<file path="src/include/ising_defs.svh">
/* Sizing macros for the Ising coupling engine.
   Include wherever spin counts, weight widths or address widths are needed. */

`ifndef ISING_DEFS_SVH
`define ISING_DEFS_SVH

// ========================================
// Array sizing
// ========================================
`define N_SPINS   8   // Spins in the system.
`define WEIGHT_W  4   // Signed weight and bias width.
`define FIELD_W   8   // Signed local field, holds 7 weights plus a bias.

// ========================================
// Host address fields
// ========================================
`define COL_W     3   // Column index 0..N_SPINS-2.
`define ROW_W     3   // Row index 0..N_SPINS-1.

`endif

</file>
<file path="src/hdl/ising_pkg.sv">
/* Shared types for the host command path and the local field vectors.
   Imported by every block that carries commands or fields. */

`default_nettype none

`include "ising_defs.svh"

package ising_pkg;

    // Register space selected by a host command.
    typedef enum logic [1:0] {
        TGT_WEIGHT = 2'd0,
        TGT_BIAS   = 2'd1,
        TGT_SPIN   = 2'd2
    } cfg_target_t;

    typedef struct packed {
        logic                 write;   // 1 = write, 0 = read.
        cfg_target_t          target;
        logic [`COL_W-1:0]    col;
        logic [`ROW_W-1:0]    row;
        logic [`WEIGHT_W-1:0] wdata;   // Spin writes use bit 0 only.
    } cfg_cmd_t;

    typedef struct packed {
        logic [`WEIGHT_W-1:0] rdata;
    } cfg_rsp_t;

    // Named signed element keeps each selected field signed.
    typedef logic signed [`FIELD_W-1:0] field_t;
    typedef field_t [`N_SPINS-1:0] field_vec_t;

endpackage

`default_nettype wire

</file>
<file path="src/hdl/cfg_port.sv">
/* Host configuration slave on a four-phase req/ack handshake.
   Issues single-cycle write and read strobes and returns registered read data. */

`timescale 1ns/10ps
`default_nettype none

`include "ising_defs.svh"

module cfg_port import ising_pkg::*; (
    input  wire logic                 clk,
    input  wire logic                 arst_n,
    input  wire logic                 cfg_req,
    input  wire cfg_cmd_t             cfg_cmd,
    output      logic                 cfg_ack,
    output      cfg_rsp_t             cfg_rsp,
    output      cfg_cmd_t             cmd,
    output      logic                 wr_stb,
    output      logic                 rd_stb,
    input  wire logic [`WEIGHT_W-1:0] weight_rdata,
    input  wire logic [`WEIGHT_W-1:0] bias_rdata,
    input  wire logic [`WEIGHT_W-1:0] spin_rdata
);

    logic                 start;
    logic [`WEIGHT_W-1:0] rd_sel;

    // A new request is only seen while ack is still low.
    assign start  = cfg_req & ~cfg_ack;
    assign wr_stb = start & cfg_cmd.write;
    assign rd_stb = start & ~cfg_cmd.write;
    assign cmd    = cfg_cmd;              // Host holds it stable under req.

    // ========================================
    // Readback select
    // ========================================
    always_comb begin
        case (cfg_cmd.target)
            TGT_WEIGHT: rd_sel = weight_rdata;
            TGT_BIAS:   rd_sel = bias_rdata;
            TGT_SPIN:   rd_sel = spin_rdata;
            default:    rd_sel = '0;
        endcase
    end

    always_ff @(posedge clk) begin
        if (rd_stb) begin
            cfg_rsp.rdata <= rd_sel;
        end
    end

    // ========================================
    // Handshake
    // ========================================
    always_ff @(posedge clk or negedge arst_n) begin
        if (!arst_n) begin
            cfg_ack <= 1'b0;
        end else if (start) begin
            cfg_ack <= 1'b1;              // Held while req stays high.
        end else if (!cfg_req) begin
            cfg_ack <= 1'b0;
        end
    end

endmodule

`default_nettype wire

</file>
<file path="src/hdl/coupled_cell.sv">
/* One coupling weight between a source spin and a destination spin.
   Drives the signed contribution of the source spin and the stored weight. */

`timescale 1ns/10ps
`default_nettype none

`include "ising_defs.svh"

module coupled_cell import ising_pkg::*; (
    input  wire logic                 clk,
    input  wire logic                 arst_n,
    input  wire logic                 wr_en,
    input  wire logic [`WEIGHT_W-1:0] wdata,
    input  wire logic                 sin,
    output      field_t               contrib,
    output      logic [`WEIGHT_W-1:0] rdata
);

    logic signed [`WEIGHT_W-1:0] weight;
    field_t                      weight_ext;

    always_ff @(posedge clk or negedge arst_n) begin
        if (!arst_n) begin
            weight <= '0;
        end else if (wr_en) begin
            weight <= wdata;
        end
    end

    // Widen first so that negating -8 does not wrap.
    assign weight_ext = {{(`FIELD_W - `WEIGHT_W){weight[`WEIGHT_W-1]}}, weight};
    assign contrib    = sin ? weight_ext : -weight_ext;  // Source spin -1 flips the sign.
    assign rdata      = weight;

endmodule

`default_nettype wire

</file>
<file path="src/hdl/coupled_col.sv">
/* Column K of the coupling matrix, coupling spin i to spin (i+K+1) mod N.
   Holds one cell per row and reads back through a priority chain. */

`timescale 1ns/10ps
`default_nettype none

`include "ising_defs.svh"

module coupled_col import ising_pkg::*; #(
    parameter int K = 0
) (
    input  wire logic                 clk,
    input  wire logic                 arst_n,
    input  wire logic                 col_match,
    input  wire cfg_cmd_t             cmd,
    input  wire logic                 wr_stb,
    input  wire logic [`N_SPINS-1:0]  spins,
    output      field_vec_t           contribs,
    output      logic [`WEIGHT_W-1:0] rdata
);

    // Entry 0 is the default at the far end of the chain.
    logic [`N_SPINS:0][`WEIGHT_W-1:0] rd_chain;

    assign rd_chain[0] = '0;

    for (genvar i = 0; i < `N_SPINS; i++) begin : g_cell
        localparam int SRC = (i + K + 1) % `N_SPINS;  // Rotated source spin.

        logic                 row_hit;
        logic [`WEIGHT_W-1:0] cell_rdata;

        assign row_hit = (cmd.row == `ROW_W'(i));

        coupled_cell coupled_cell_inst (
            .clk     (clk),
            .arst_n  (arst_n),
            .wr_en   (wr_stb & col_match & row_hit),
            .wdata   (cmd.wdata),
            .sin     (spins[SRC]),
            .contrib (contribs[i]),
            .rdata   (cell_rdata)
        );

        // Matching row takes over the chain, others pass it on.
        assign rd_chain[i+1] = row_hit ? cell_rdata : rd_chain[i];
    end

    assign rdata = rd_chain[`N_SPINS];

endmodule

`default_nettype wire

</file>
<file path="src/hdl/coupling_matrix.sv">
/* Full coupling matrix built from N_SPINS-1 rotated columns.
   Sums the coupling contributions per destination spin and decodes weight accesses. */

`timescale 1ns/10ps
`default_nettype none

`include "ising_defs.svh"

module coupling_matrix import ising_pkg::*; (
    input  wire logic                 clk,
    input  wire logic                 arst_n,
    input  wire cfg_cmd_t             cmd,
    input  wire logic                 wr_stb,
    input  wire logic [`N_SPINS-1:0]  spins,
    output      field_vec_t           coupling_field,
    output      logic [`WEIGHT_W-1:0] rdata
);

    localparam int N_COLS = `N_SPINS - 1;

    field_vec_t           col_contribs [N_COLS];
    logic [`WEIGHT_W-1:0] col_rdata    [N_COLS];

    for (genvar k = 0; k < N_COLS; k++) begin : g_col
        coupled_col #(
            .K (k)
        ) coupled_col_inst (
            .clk       (clk),
            .arst_n    (arst_n),
            .col_match ((cmd.target == TGT_WEIGHT) && (cmd.col == `COL_W'(k))),
            .cmd       (cmd),
            .wr_stb    (wr_stb),
            .spins     (spins),
            .contribs  (col_contribs[k]),
            .rdata     (col_rdata[k])
        );
    end

    // ========================================
    // Field sum per destination row
    // ========================================
    always_comb begin
        for (int r = 0; r < `N_SPINS; r++) begin
            coupling_field[r] = '0;
            for (int k = 0; k < N_COLS; k++) begin
                coupling_field[r] = coupling_field[r] + col_contribs[k][r];
            end
        end
    end

    // Column index past the last column reads as zero.
    assign rdata = (cmd.col < `COL_W'(N_COLS)) ? col_rdata[cmd.col] : '0;

endmodule

`default_nettype wire

</file>
<file path="src/hdl/bias_bank.sv">
/* Per-spin bias registers written and read by the host.
   Provides the biases sign-extended to field width. */

`timescale 1ns/10ps
`default_nettype none

`include "ising_defs.svh"

module bias_bank import ising_pkg::*; (
    input  wire logic                 clk,
    input  wire logic                 arst_n,
    input  wire cfg_cmd_t             cmd,
    input  wire logic                 wr_stb,
    output      field_vec_t           bias_field,
    output      logic [`WEIGHT_W-1:0] rdata
);

    logic [`WEIGHT_W-1:0] bias [`N_SPINS];
    logic                 bias_wr;

    assign bias_wr = wr_stb & (cmd.target == TGT_BIAS);

    always_ff @(posedge clk or negedge arst_n) begin
        if (!arst_n) begin
            for (int i = 0; i < `N_SPINS; i++) begin
                bias[i] <= '0;
            end
        end else if (bias_wr) begin
            bias[cmd.row] <= cmd.wdata;
        end
    end

    for (genvar i = 0; i < `N_SPINS; i++) begin : g_ext
        assign bias_field[i] = {{(`FIELD_W - `WEIGHT_W){bias[i][`WEIGHT_W-1]}}, bias[i]};
    end

    assign rdata = bias[cmd.row];

endmodule

`default_nettype wire

</file>
<file path="src/hdl/spin_update.sv">
/* Spin state with the synchronous sign update on each step request.
   Also loads and reads back single spins for the host. */

`timescale 1ns/10ps
`default_nettype none

`include "ising_defs.svh"

module spin_update import ising_pkg::*; (
    input  wire logic                 clk,
    input  wire logic                 arst_n,
    input  wire logic                 step_req,
    output      logic                 step_ack,
    input  wire cfg_cmd_t             cmd,
    input  wire logic                 wr_stb,
    input  wire field_vec_t           coupling_field,
    input  wire field_vec_t           bias_field,
    output      logic [`N_SPINS-1:0]  spins,
    output      logic [`WEIGHT_W-1:0] rdata
);

    field_vec_t          total_field;
    logic [`N_SPINS-1:0] next_spins;
    logic                step_go;

    // ========================================
    // Sign rule
    // ========================================
    always_comb begin
        for (int i = 0; i < `N_SPINS; i++) begin
            total_field[i] = coupling_field[i] + bias_field[i];
            if (total_field[i] > 0) begin
                next_spins[i] = 1'b1;
            end else if (total_field[i] < 0) begin
                next_spins[i] = 1'b0;
            end else begin
                next_spins[i] = spins[i];  // Zero field keeps the spin.
            end
        end
    end

    assign step_go = step_req & ~step_ack;

    always_ff @(posedge clk or negedge arst_n) begin
        if (!arst_n) begin
            step_ack <= 1'b0;
        end else if (step_go) begin
            step_ack <= 1'b1;
        end else if (!step_req) begin
            step_ack <= 1'b0;
        end
    end

    // Step has priority over a host spin write.
    always_ff @(posedge clk or negedge arst_n) begin
        if (!arst_n) begin
            spins <= '0;                   // All spins -1.
        end else if (step_go) begin
            spins <= next_spins;
        end else if (wr_stb && cmd.target == TGT_SPIN) begin
            spins[cmd.row] <= cmd.wdata[0];
        end
    end

    assign rdata = {{(`WEIGHT_W - 1){1'b0}}, spins[cmd.row]};

endmodule

`default_nettype wire

</file>
<file path="src/hdl/ising_core.sv">
/* Top level of the Ising coupling engine.
   Host configures weights, biases and spins, then requests update steps. */

`timescale 1ns/10ps
`default_nettype none

`include "ising_defs.svh"

module ising_core import ising_pkg::*; (
    input  wire logic                clk,
    input  wire logic                arst_n,
    input  wire logic                cfg_req,
    input  wire cfg_cmd_t            cfg_cmd,
    output      logic                cfg_ack,
    output      cfg_rsp_t            cfg_rsp,
    input  wire logic                step_req,
    output      logic                step_ack,
    output      logic [`N_SPINS-1:0] spins
);

    cfg_cmd_t             cmd;
    logic                 wr_stb;
    logic [`WEIGHT_W-1:0] weight_rdata;
    logic [`WEIGHT_W-1:0] bias_rdata;
    logic [`WEIGHT_W-1:0] spin_rdata;
    field_vec_t           coupling_field;
    field_vec_t           bias_field;

    cfg_port cfg_port_inst (
        .clk          (clk),
        .arst_n       (arst_n),
        .cfg_req      (cfg_req),
        .cfg_cmd      (cfg_cmd),
        .cfg_ack      (cfg_ack),
        .cfg_rsp      (cfg_rsp),
        .cmd          (cmd),
        .wr_stb       (wr_stb),
        .rd_stb       (),
        .weight_rdata (weight_rdata),
        .bias_rdata   (bias_rdata),
        .spin_rdata   (spin_rdata)
    );

    // ========================================
    // Field sources, side by side
    // ========================================
    coupling_matrix coupling_matrix_inst (
        .clk            (clk),
        .arst_n         (arst_n),
        .cmd            (cmd),
        .wr_stb         (wr_stb),
        .spins          (spins),
        .coupling_field (coupling_field),
        .rdata          (weight_rdata)
    );

    bias_bank bias_bank_inst (
        .clk        (clk),
        .arst_n     (arst_n),
        .cmd        (cmd),
        .wr_stb     (wr_stb),
        .bias_field (bias_field),
        .rdata      (bias_rdata)
    );

    spin_update spin_update_inst (
        .clk            (clk),
        .arst_n         (arst_n),
        .step_req       (step_req),
        .step_ack       (step_ack),
        .cmd            (cmd),
        .wr_stb         (wr_stb),
        .coupling_field (coupling_field),
        .bias_field     (bias_field),
        .spins          (spins),
        .rdata          (spin_rdata)
    );

endmodule

`default_nettype wire

</file>
<file path="config.mk">
export PLATFORM = sky130hd
export DESIGN_NAME = ising_core
export DESIGN_NICKNAME = d
export VERILOG_FILES = /design/src/hdl/ising_pkg.sv /design/src/hdl/cfg_port.sv /design/src/hdl/coupled_cell.sv /design/src/hdl/coupled_col.sv /design/src/hdl/coupling_matrix.sv /design/src/hdl/bias_bank.sv /design/src/hdl/spin_update.sv /design/src/hdl/ising_core.sv
export VERILOG_INCLUDE_DIRS = /design/src /design/src/include
export SDC_FILE = /design/constraint.sdc
export NUM_CORES = 1
export LEC_CHECK = 0
export BUFFER_PORTS_ARGS = -buffer_cell sky130_fd_sc_hd__buf_2
export CAP_MARGIN = 40
export CORE_MARGIN = 3
export CORE_UTILIZATION = 66
export CTS_CLUSTER_DIAMETER = 40
export DETAILED_ROUTE_END_ITERATION = 10
export GPL_TIMING_DRIVEN = 0
export PLACE_DENSITY = 0.92
export SLEW_MARGIN = 20
export SYNTH_ARGS = -nofsm -noshare
export SYNTH_HDL_FRONTEND = slang
export SYNTH_SLANG_ARGS = --single-unit
</file>
<file path="constraint.sdc">
create_clock -name clk -period 5.85 [get_ports clk]
set_input_delay 0 -clock clk [delete_from_list [all_inputs] [get_ports clk]]
set_output_delay 0 -clock clk [all_outputs]
set_load 0.01 [all_outputs]
</file>
==> impl_metrics.tcl, run 1 <==
set metrics [dict create \
    row_count 76 \
    synthAdderAreaFrac_pct 28.7 \
    avgSynthCellArea_sq_um 9.37 \
    finalWeightedCongestion 1.17 \
    error "[ERROR GRT-0232] Routing congestion too high. Check the congestion heatmap in the GUI." \
    ys_seq_elements 270 \
    netlist_instances 3139 \
    cts_sinks 270 \
    place_ws_ps -1200 \
    yosys-top-cells-count "inv_1 (622), fa_1 (312), nand2_1 (269)" \
    synth-xor-area-share_pct 5.57 \
    io_buffers 23 \
    synth.area.mux_share_pct 12.7 \
    cts_buffer_depth 3 \
    synth_async_sr_flop_share_pct 98.5 \
    grt_max_degree 97 \
    dpl.hpwl_um 108000 \
    synth_edf_count 4 \
    synth_top_cell_area_share_pct 22.6 \
    cts_root_buffer "clkbuf_16" \
    ys.flop_type "dfrtp_1" \
    synth_most_common_cell "inv_1" \
    synth-compound-area-share_pct 10.2 \
    synth_seq_area_share_pct 23.0 \
    syn-cell-area_sq_um 29400 \
    dp.cells 3788 \
    die_x_um 217 \
    synth_top_family_by_area "adder cells" \
    yosysTopAreaCell "dfrtp_1" \
    ys_types 74 \
    grt-ovfl-total 100 \
    lastStage "global routing" \
    synth.net_count 3644 \
    die_h_um 217 \
    status "stopped before the end" \
    ys_warn_count 0 \
    synth_simple_gate_area_share_pct 9.86 \
    grt.total_usage_pct 76.2 \
    htree_levels 2 \
    numCtsBuffers 52 \
    worstEpCategory "register data pin" \
    ios 31 \
    start_util_pct 67.5 \
    worst_endpoint "spin_update_inst.spins[6]$_DFFE_PN0P_/D" \
    synthTopCellsByArea "dfrtp_1 (23%), fa_1 (21%), inv_1 (7.9%)" \
]
-- cell families after synthesis --
group	after synthesis
buffers and inverters	752
and+or+nand+nor	634
DFF	270
AOI/OAI and AO/OA	506
muxes	313
xor gates and xnor gates	176
adders and majority gates	488
-- metal layers --
| metal | global-route usage [%] | GRT overflow |
|---|---|---|
| met1 | 78.4 | 10 |
| met2 | 90.1 | 43 |
| met3 | 64.7 | 10 |
| met4 | 69.0 | 37 |
| met5 | 34.4 | 0 |
-- metrics by stage --
stage | util, % | area [sq um] | setup TNS [ps]
after CTS | 75.9 | 33000 | 0
after detailed placement | 70.9 | 30900 | -7070
after global placement | 69.5 | 30300 | -106820
after floorplan | - | 29400 | 0
-- timing repair --
action | 4_1_cts
setup buffers | 1
hold buffers | 11
endpoints found under the hold margin | 94
resized for setup | 67
setup endpoints to repair | 8
pin swaps | 1
==> run 2, diff against run 1 <==
--- a/config.mk
+++ b/config.mk
@@ -9,11 +9,10 @@
 export BUFFER_PORTS_ARGS = -buffer_cell sky130_fd_sc_hd__buf_2
 export CAP_MARGIN = 40
 export CORE_MARGIN = 3
-export CORE_UTILIZATION = 66
-export CTS_CLUSTER_DIAMETER = 40
+export CORE_UTILIZATION = 40
 export DETAILED_ROUTE_END_ITERATION = 10
 export GPL_TIMING_DRIVEN = 0
-export PLACE_DENSITY = 0.92
+export PLACE_DENSITY_LB_ADDON = 0.15
 export SLEW_MARGIN = 20
 export SYNTH_ARGS = -nofsm -noshare
 export SYNTH_HDL_FRONTEND = slang
==> run 2 against run 1 <==
Compared with the run above:
- the flow now finishes without violations
- area after synthesis unchanged
- synthesized cell count unchanged
==> impl_metrics.tcl, run 2 <==
set metrics [dict create \
    drtPass1Iterations 7 \
    clock.fmax_mhz 177 \
    clk_pin_slew_ps 70 \
    syn-cell-area_sq_um 29400 \
    setup_tns_ps 0 \
    synth_simple_gate_area_share_pct 9.86 \
    synth_edf_count 4 \
    layout_commonest_cell "inv_1" \
    netlist_instances 3139 \
    drtAntennaViolNets 0 \
    synth_most_common_cell "inv_1" \
    wl_per_cell_um 34.1 \
    cts_buffer_depth 3 \
    synth-compound-area-share_pct 10.2 \
    synth_top_cell_area_share_pct 22.6 \
    worstPathMaxFanout 10 \
    grt-ovfl-total 0 \
    dp.cells 4137 \
    grt_max_degree 84 \
    clk_latency_ps 580 \
    synth_async_sr_flop_share_pct 98.5 \
    die_x_um 277 \
    synth_seq_area_share_pct 23.0 \
    synth.net_count 3644 \
    ios 31 \
    fin_area_sq_um 32800 \
    die_h_um 277 \
    crit_required_ps 6330 \
    status "finished clean" \
    dpl.hpwl_um 115000 \
    ys_seq_elements 270 \
    crit_type "reg -> reg" \
    numCtsBuffers 38 \
    nets 3735 \
    routed_wl_um 144000 \
    core_area_sq_um 72100 \
    grt_pass1_vias 24477 \
    rsz0062_at_grt "false" \
    min_path_type "in -> async" \
    hold_viol 0 \
    dieArea_sq_um 76800 \
    io_buffers 23 \
    synth.area.mux_share_pct 12.7 \
    setup_violations 0 \
    r2r_setup_slack_ps 220 \
    viasPerCell 5.88 \
    place_area_sq_um 31100 \
    finalWorstSetupSlack_ps 216 \
    layoutNonFillerInstCount 4215 \
    drc 0 \
    cts_tree "done" \
    finalWeightedCongestion 1.08 \
    start_util_pct 40.8 \
    synthTopCellsByArea "dfrtp_1 (23%), fa_1 (21%), inv_1 (7.9%)" \
    antenna_found_initial 20 \
    layout-drive-gt1-share_pct 13.6 \
    slew_headroom_pct 31.6 \
    htree_levels 2 \
    post-route-min-period_ps 5630 \
    critPathArrivalTime_ps 6110 \
    synthAdderAreaFrac_pct 28.7 \
    yosysTopAreaCell "dfrtp_1" \
    final_cell_mix "inv_1 (621), fa_1 (312), nand2_1 (269)" \
    cts_root_buffer "clkbuf_16" \
    grt_pass1_wl_um 198000 \
    end_kind "register" \
    row_count 98 \
    synth-xor-area-share_pct 5.57 \
    syn2layout_area_growth_pct 11.5 \
    cts_sinks 270 \
    grt.total_usage_pct 37.5 \
    worst_pin_slew_ps 1020 \
    finClkSkew_ps 32.5 \
    avgSynthCellArea_sq_um 9.37 \
    critPathLaunchType "register" \
    min_period_over_period_pct 96.3 \
    ys_warn_count 0 \
    place_ws_ps -1150 \
    finalMaxSlewViolations 0 \
    max_cap_violations 0 \
    ys.flop_type "dfrtp_1" \
    drtIter0Drc 2873 \
    synth_top_family_by_area "adder cells" \
    num_vias 24779 \
    yosys-top-cells-count "inv_1 (622), fa_1 (312), nand2_1 (269)" \
    ys_types 74 \
]
==> run 2: cell counts after synthesis <==
Identical to the previous run, type by type.
==> run 2: worst paths after layout <==
path | startpoint | to | depth (start not counted)
worst max-delay path | spin_update_inst.spins[4] | spin_update_inst.spins[1] | 18
worst min-delay path | arst_n | spin_update_inst.spins[0] | 3
worst max register to register | spin_update_inst.spins[4] | spin_update_inst.spins[1] | 18
worst min register to register | register | register | 2
max in group asynchronous | arst_n | spin_update_inst.spins[4] | 4
min in group clk | cfg_cmd[3] | register | 3
==> run 2: logic make-up after synthesis <==
kind of cell | count (synthesis)
buffers and inverters | 752
AND/OR/NAND/NOR | 634
AO/OA/AOI/OAI | 506
adder cells (fa/ha/maj) | 488
multiplexers | 313
flip-flops | 270
XOR/XNOR | 176
==> run 2: per-layer routing <==
layer	track usage, %	share of wire (%)
met1	52.4	42
met2	54.1	42
met3	9.21	11
met4	18.6	5.9
met5	0	0.055
==> run 2: cell type report <==
cell class / instances / area (sq um)
tap: 950 / 1190
sequential: 270 / 6780
multi-input combinational: 2117 / 19700
clock inverter: 16 / 206
timing repair buffer: 56 / 569
antenna: 8 / 20.0
inverter: 625 / 2350
clock buffer: 51 / 1100
fill: 6955 / 39300
buffer: 122 / 843
==> run 2: worst max-delay path, cell delays in order (launching register included) <==
cell,delay (ps)
dfrtp_2,480
buf_8,290
clkinvlp_4,290
clkbuf_4,400
mux2i_1,330
fa_1,480
fa_1,490
fa_1,560
inv_1,60
fa_1,600
inv_1,60
ha_1,280
a21oi_1,130
nor2_1,90
o21ai_0,240
a21oi_1,130
xnor2_1,270
nor4b_2,90
a211oi_1,240
==> run 2: what timing repair did <==
| action | CTS | global route |
|---|---|---|
| buffers inserted | 1 | 0 |
| setup endpoints to repair | 8 | 7 |
| hold buffers | 6 | 0 |
| endpoints found under the hold margin | 190 | 0 |
| resized for setup | 41 | 34 |
| cloned | 0 | 0 |
==> run 2: stage by stage <==
step / hold slack (ps) / utilization [%]
2_1_floorplan: -296 / -
3_3_place_gp: 205 / 42.6
3_5_place_dp: -63.2 / 43.2
4_1_cts: 26.9 / 45.3
5_1_grt: 27.4 / 45.4
6_report: 50.9 / 45.5
Power of run 2 is left out: the tool's default activity adds up to more than one toggle a clock period on the data nets, which glitch-free logic cannot reach.
==> run 3, diff against run 2 <==
--- a/config.mk
+++ b/config.mk
@@ -6,10 +6,11 @@
 export SDC_FILE = /design/constraint.sdc
 export NUM_CORES = 1
 export LEC_CHECK = 0
+export ABC_AREA = 1
 export BUFFER_PORTS_ARGS = -buffer_cell sky130_fd_sc_hd__buf_2
 export CAP_MARGIN = 40
 export CORE_MARGIN = 3
-export CORE_UTILIZATION = 40
+export CORE_UTILIZATION = 45
 export DETAILED_ROUTE_END_ITERATION = 10
 export GPL_TIMING_DRIVEN = 0
 export PLACE_DENSITY_LB_ADDON = 0.15
@@ -17,3 +18,4 @@
 export SYNTH_ARGS = -nofsm -noshare
 export SYNTH_HDL_FRONTEND = slang
 export SYNTH_SLANG_ARGS = --single-unit
+export TNS_END_PERCENT = 30
==> run 3 against run 2 <==
Compared with the run above:
- fmax is 2.2% lower
- largest cell class unchanged
- first-iteration DRC count is 31% higher
- area after synthesis is 0.11% lower
- worst hold slack better by 10 ps
- register-to-register slack worse by 130 ps
- design area is 0.57% higher
==> impl_metrics.tcl, run 3 <==
set metrics [dict create \
    status "finished clean" \
    max_cap_violations 0 \
    finalMaxSlewViolations 0 \
    grt.total_usage_pct 40.7 \
    dieArea_sq_um 68400 \
    p_leak_nw 16.4 \
    post-route-min-period_ps 5760 \
    nets 4570 \
    clock.fmax_mhz 174 \
    fillers 6504 \
    cp.buffers_inverters 9 \
    gr-usage-met3_pct 13.8 \
    synthAdderAreaFrac_pct 28.8 \
    crit_type "reg -> reg" \
    synth_seq_area_share_pct 23.1 \
    routed_wl_um 138000 \
    setup_violations 0 \
    r2r_cells 25 \
    crit_family "adder cells" \
    rr_endpoint "spin_update_inst.spins[3]" \
    netlist_instances 3947 \
    finClkSkew_ps 30.1 \
    synth-xor-area-share_pct 1.61 \
    drtIter0Drc 3757 \
    synth_edf_count 4 \
    io_buffers 28 \
    finalWeightedCongestion 1.06 \
    clk_latency_ps 570 \
    cts_tree "done" \
    syn2layout_area_growth_pct 12.2 \
    worstPathMaxFanout 10 \
    synth_most_common_cell "nand2_1" \
    drc 0 \
    max_stage_delay_ps 550 \
    num_vias 28601 \
    ys_warn_count 0 \
    ys_seq_elements 270 \
    critPathArrivalTime_ps 6150 \
    yosysTopAreaCell "dfrtp_1" \
    row_count 93 \
    cts_root_buffer "clkbuf_16" \
    synth_async_sr_flop_share_pct 98.5 \
    drtPass1Iterations 8 \
    dpl.hpwl_um 109000 \
    slew_headroom_pct 40.4 \
    setup_tns_ps 0 \
    layout-drive-gt1-share_pct 6.67 \
    die_x_um 261 \
    synth_top_cell_area_share_pct 22.7 \
    grt_util_met2_pct 56.6 \
    crit_required_ps 6240 \
    drtAntennaViolNets 0 \
    layoutNonFillerInstCount 4958 \
    min_path_type "in -> async" \
    grt-busiest-layer "met2" \
    wl_per_cell_um 27.9 \
    htree_levels 2 \
    r2r_start "spin_update_inst.spins[2]" \
    grt_pass1_vias 25969 \
    numCtsBuffers 36 \
    rsz0062_at_grt "true" \
    ir_worst_vdd_mv 0.491 \
    grt_max_degree 90 \
    ys.flop_type "dfrtp_1" \
    critPathLaunchType "register" \
    cts_sinks 270 \
    synth-compound-area-share_pct 15.0 \
    ys_types 46 \
    avgSynthCellArea_sq_um 7.44 \
    cp.depth 25 \
    grt_use_met1_pct 56.0 \
    r2r_setup_slack_ps 90 \
    viasPerCell 5.77 \
    slowest_stage "fa_1" \
    end_kind "register" \
    grt-ovfl-total 0 \
    final_cell_mix "nand2_1 (1068), inv_1 (751), o21ai_0 (486)" \
    synthTopCellsByArea "dfrtp_1 (23%), fa_1 (21%), nand2_1 (14%)" \
    cts_buffer_depth 3 \
    synth_top_family_by_area "adder cells" \
    synth.net_count 4452 \
    grt_pass1_wl_um 193000 \
    antenna_found_initial 18 \
    worst_pin_slew_ps 893 \
    layout_commonest_cell "nand2_1" \
    power_density_nw_per_um2 337 \
    synth_simple_gate_area_share_pct 19.9 \
    core_area_sq_um 64500 \
    syn-cell-area_sq_um 29400 \
    ios 31 \
    die_h_um 261 \
    yosys-top-cells-count "nand2_1 (1068), inv_1 (755), o21ai_0 (492)" \
    hold_viol 0 \
    dp.cells 4866 \
    synth.area.mux_share_pct 0 \
    start_util_pct 45.6 \
    clk_pin_slew_ps 60 \
    min_period_over_period_pct 98.5 \
]
-- run 3: through the flow --
stage	util (%)	hold slack [ps]	power [mW]	setup slack, ps	instance area, sq um
after floorplan	-	-296	6.14	975	29400
after global placement	47.4	196	8.19	-2200	30600
after detailed placement	48.3	-78.7	8.36	-1180	31200
after CTS	50.8	49.3	10.9	-12.2	32800
after global routing	51.1	92.9	11.9	-97.3	32900
final	51.1	61.1	11.1	89.3	33000
-- run 3: how the worst max path moves through the flow --
stage	start	to
2_1_floorplan	spin_update_inst.spins[6]	spin_update_inst.spins[3]
3_3_place_gp	spin_update_inst.spins[2]	spin_update_inst.spins[3]
3_5_place_dp	spin_update_inst.spins[5]	spin_update_inst.spins[7]
4_1_cts	spin_update_inst.spins[2]	spin_update_inst.spins[3]
5_1_grt	spin_update_inst.spins[2]	spin_update_inst.spins[3]
6_report	spin_update_inst.spins[2]	spin_update_inst.spins[3]
-- run 3: worst reg2reg max path, cell delays in order, from the launching register on --
cell        delay [ps]
dfrtp_4            470
clkinvlp_4          90
buf_4              190
buf_12             200
clkbuf_4           210
buf_6              180
nand2_1             70
o21ai_0            150
fa_1               520
fa_1               530
fa_1               550
inv_1               50
fa_1               460
inv_1               70
ha_1               200
inv_1               90
fa_1               420
o31ai_2            290
xnor2_1            150
nand3_1            130
inv_1               70
nand3_1             80
nand2_1            110
nand2_1             80
nand2_1             70
nand2_1            150
-- run 3: timing repair --
action                     in CTS  in global routing
pin swaps                       1                  1
hold endpoints to repair      208                  0
gates resized for setup        62                 58
setup endpoints to repair       8                  8
hold buffers                    9                  0
setup buffers                   5                  8
-- run 3: cell type report --
cell class	instances	area [sq um]	area share [%]
antenna	13	32.5	0.0987
buffer	113	811	2.46
clock buffer	52	1090	3.32
clock inverter	11	199	0.603
inverter	766	2900	8.79
multi-input combinational	2792	19200	58.3
sequential	270	6790	20.6
tap	855	1070	3.24
timing repair buffer	86	847	2.57
-- run 3: cell families (layout without fill, tap and decap cells) --
family | after synthesis | count (layout)
buf+inv | 885 | 1028
compound gates | 815 | 815
other cells | 0 | 13
simple gates | 1435 | 1435
xor+xnor | 54 | 54
fa+ha+maj | 488 | 488
flops | 270 | 270
-- run 3: power by group --
| part | switching, mW | internal [mW] |
|---|---|---|
| logic | 4.32 | 2.26 |
| registers | 0.123 | 1.94 |
| clock network | 0.963 | 1.52 |
-- run 3: per-layer routing --
metal | wire length [um] | vias to the layer above | part of all wire (%)
li1 | - | 12729 | -
met1 | 56300 | 13670 | 41
met2 | 55800 | 1808 | 40
met3 | 18200 | 388 | 13
met4 | 8170 | 6 | 5.9
met5 | 55 | - | 0.040
No activity file was read; power rests on OpenSTA's default activity.
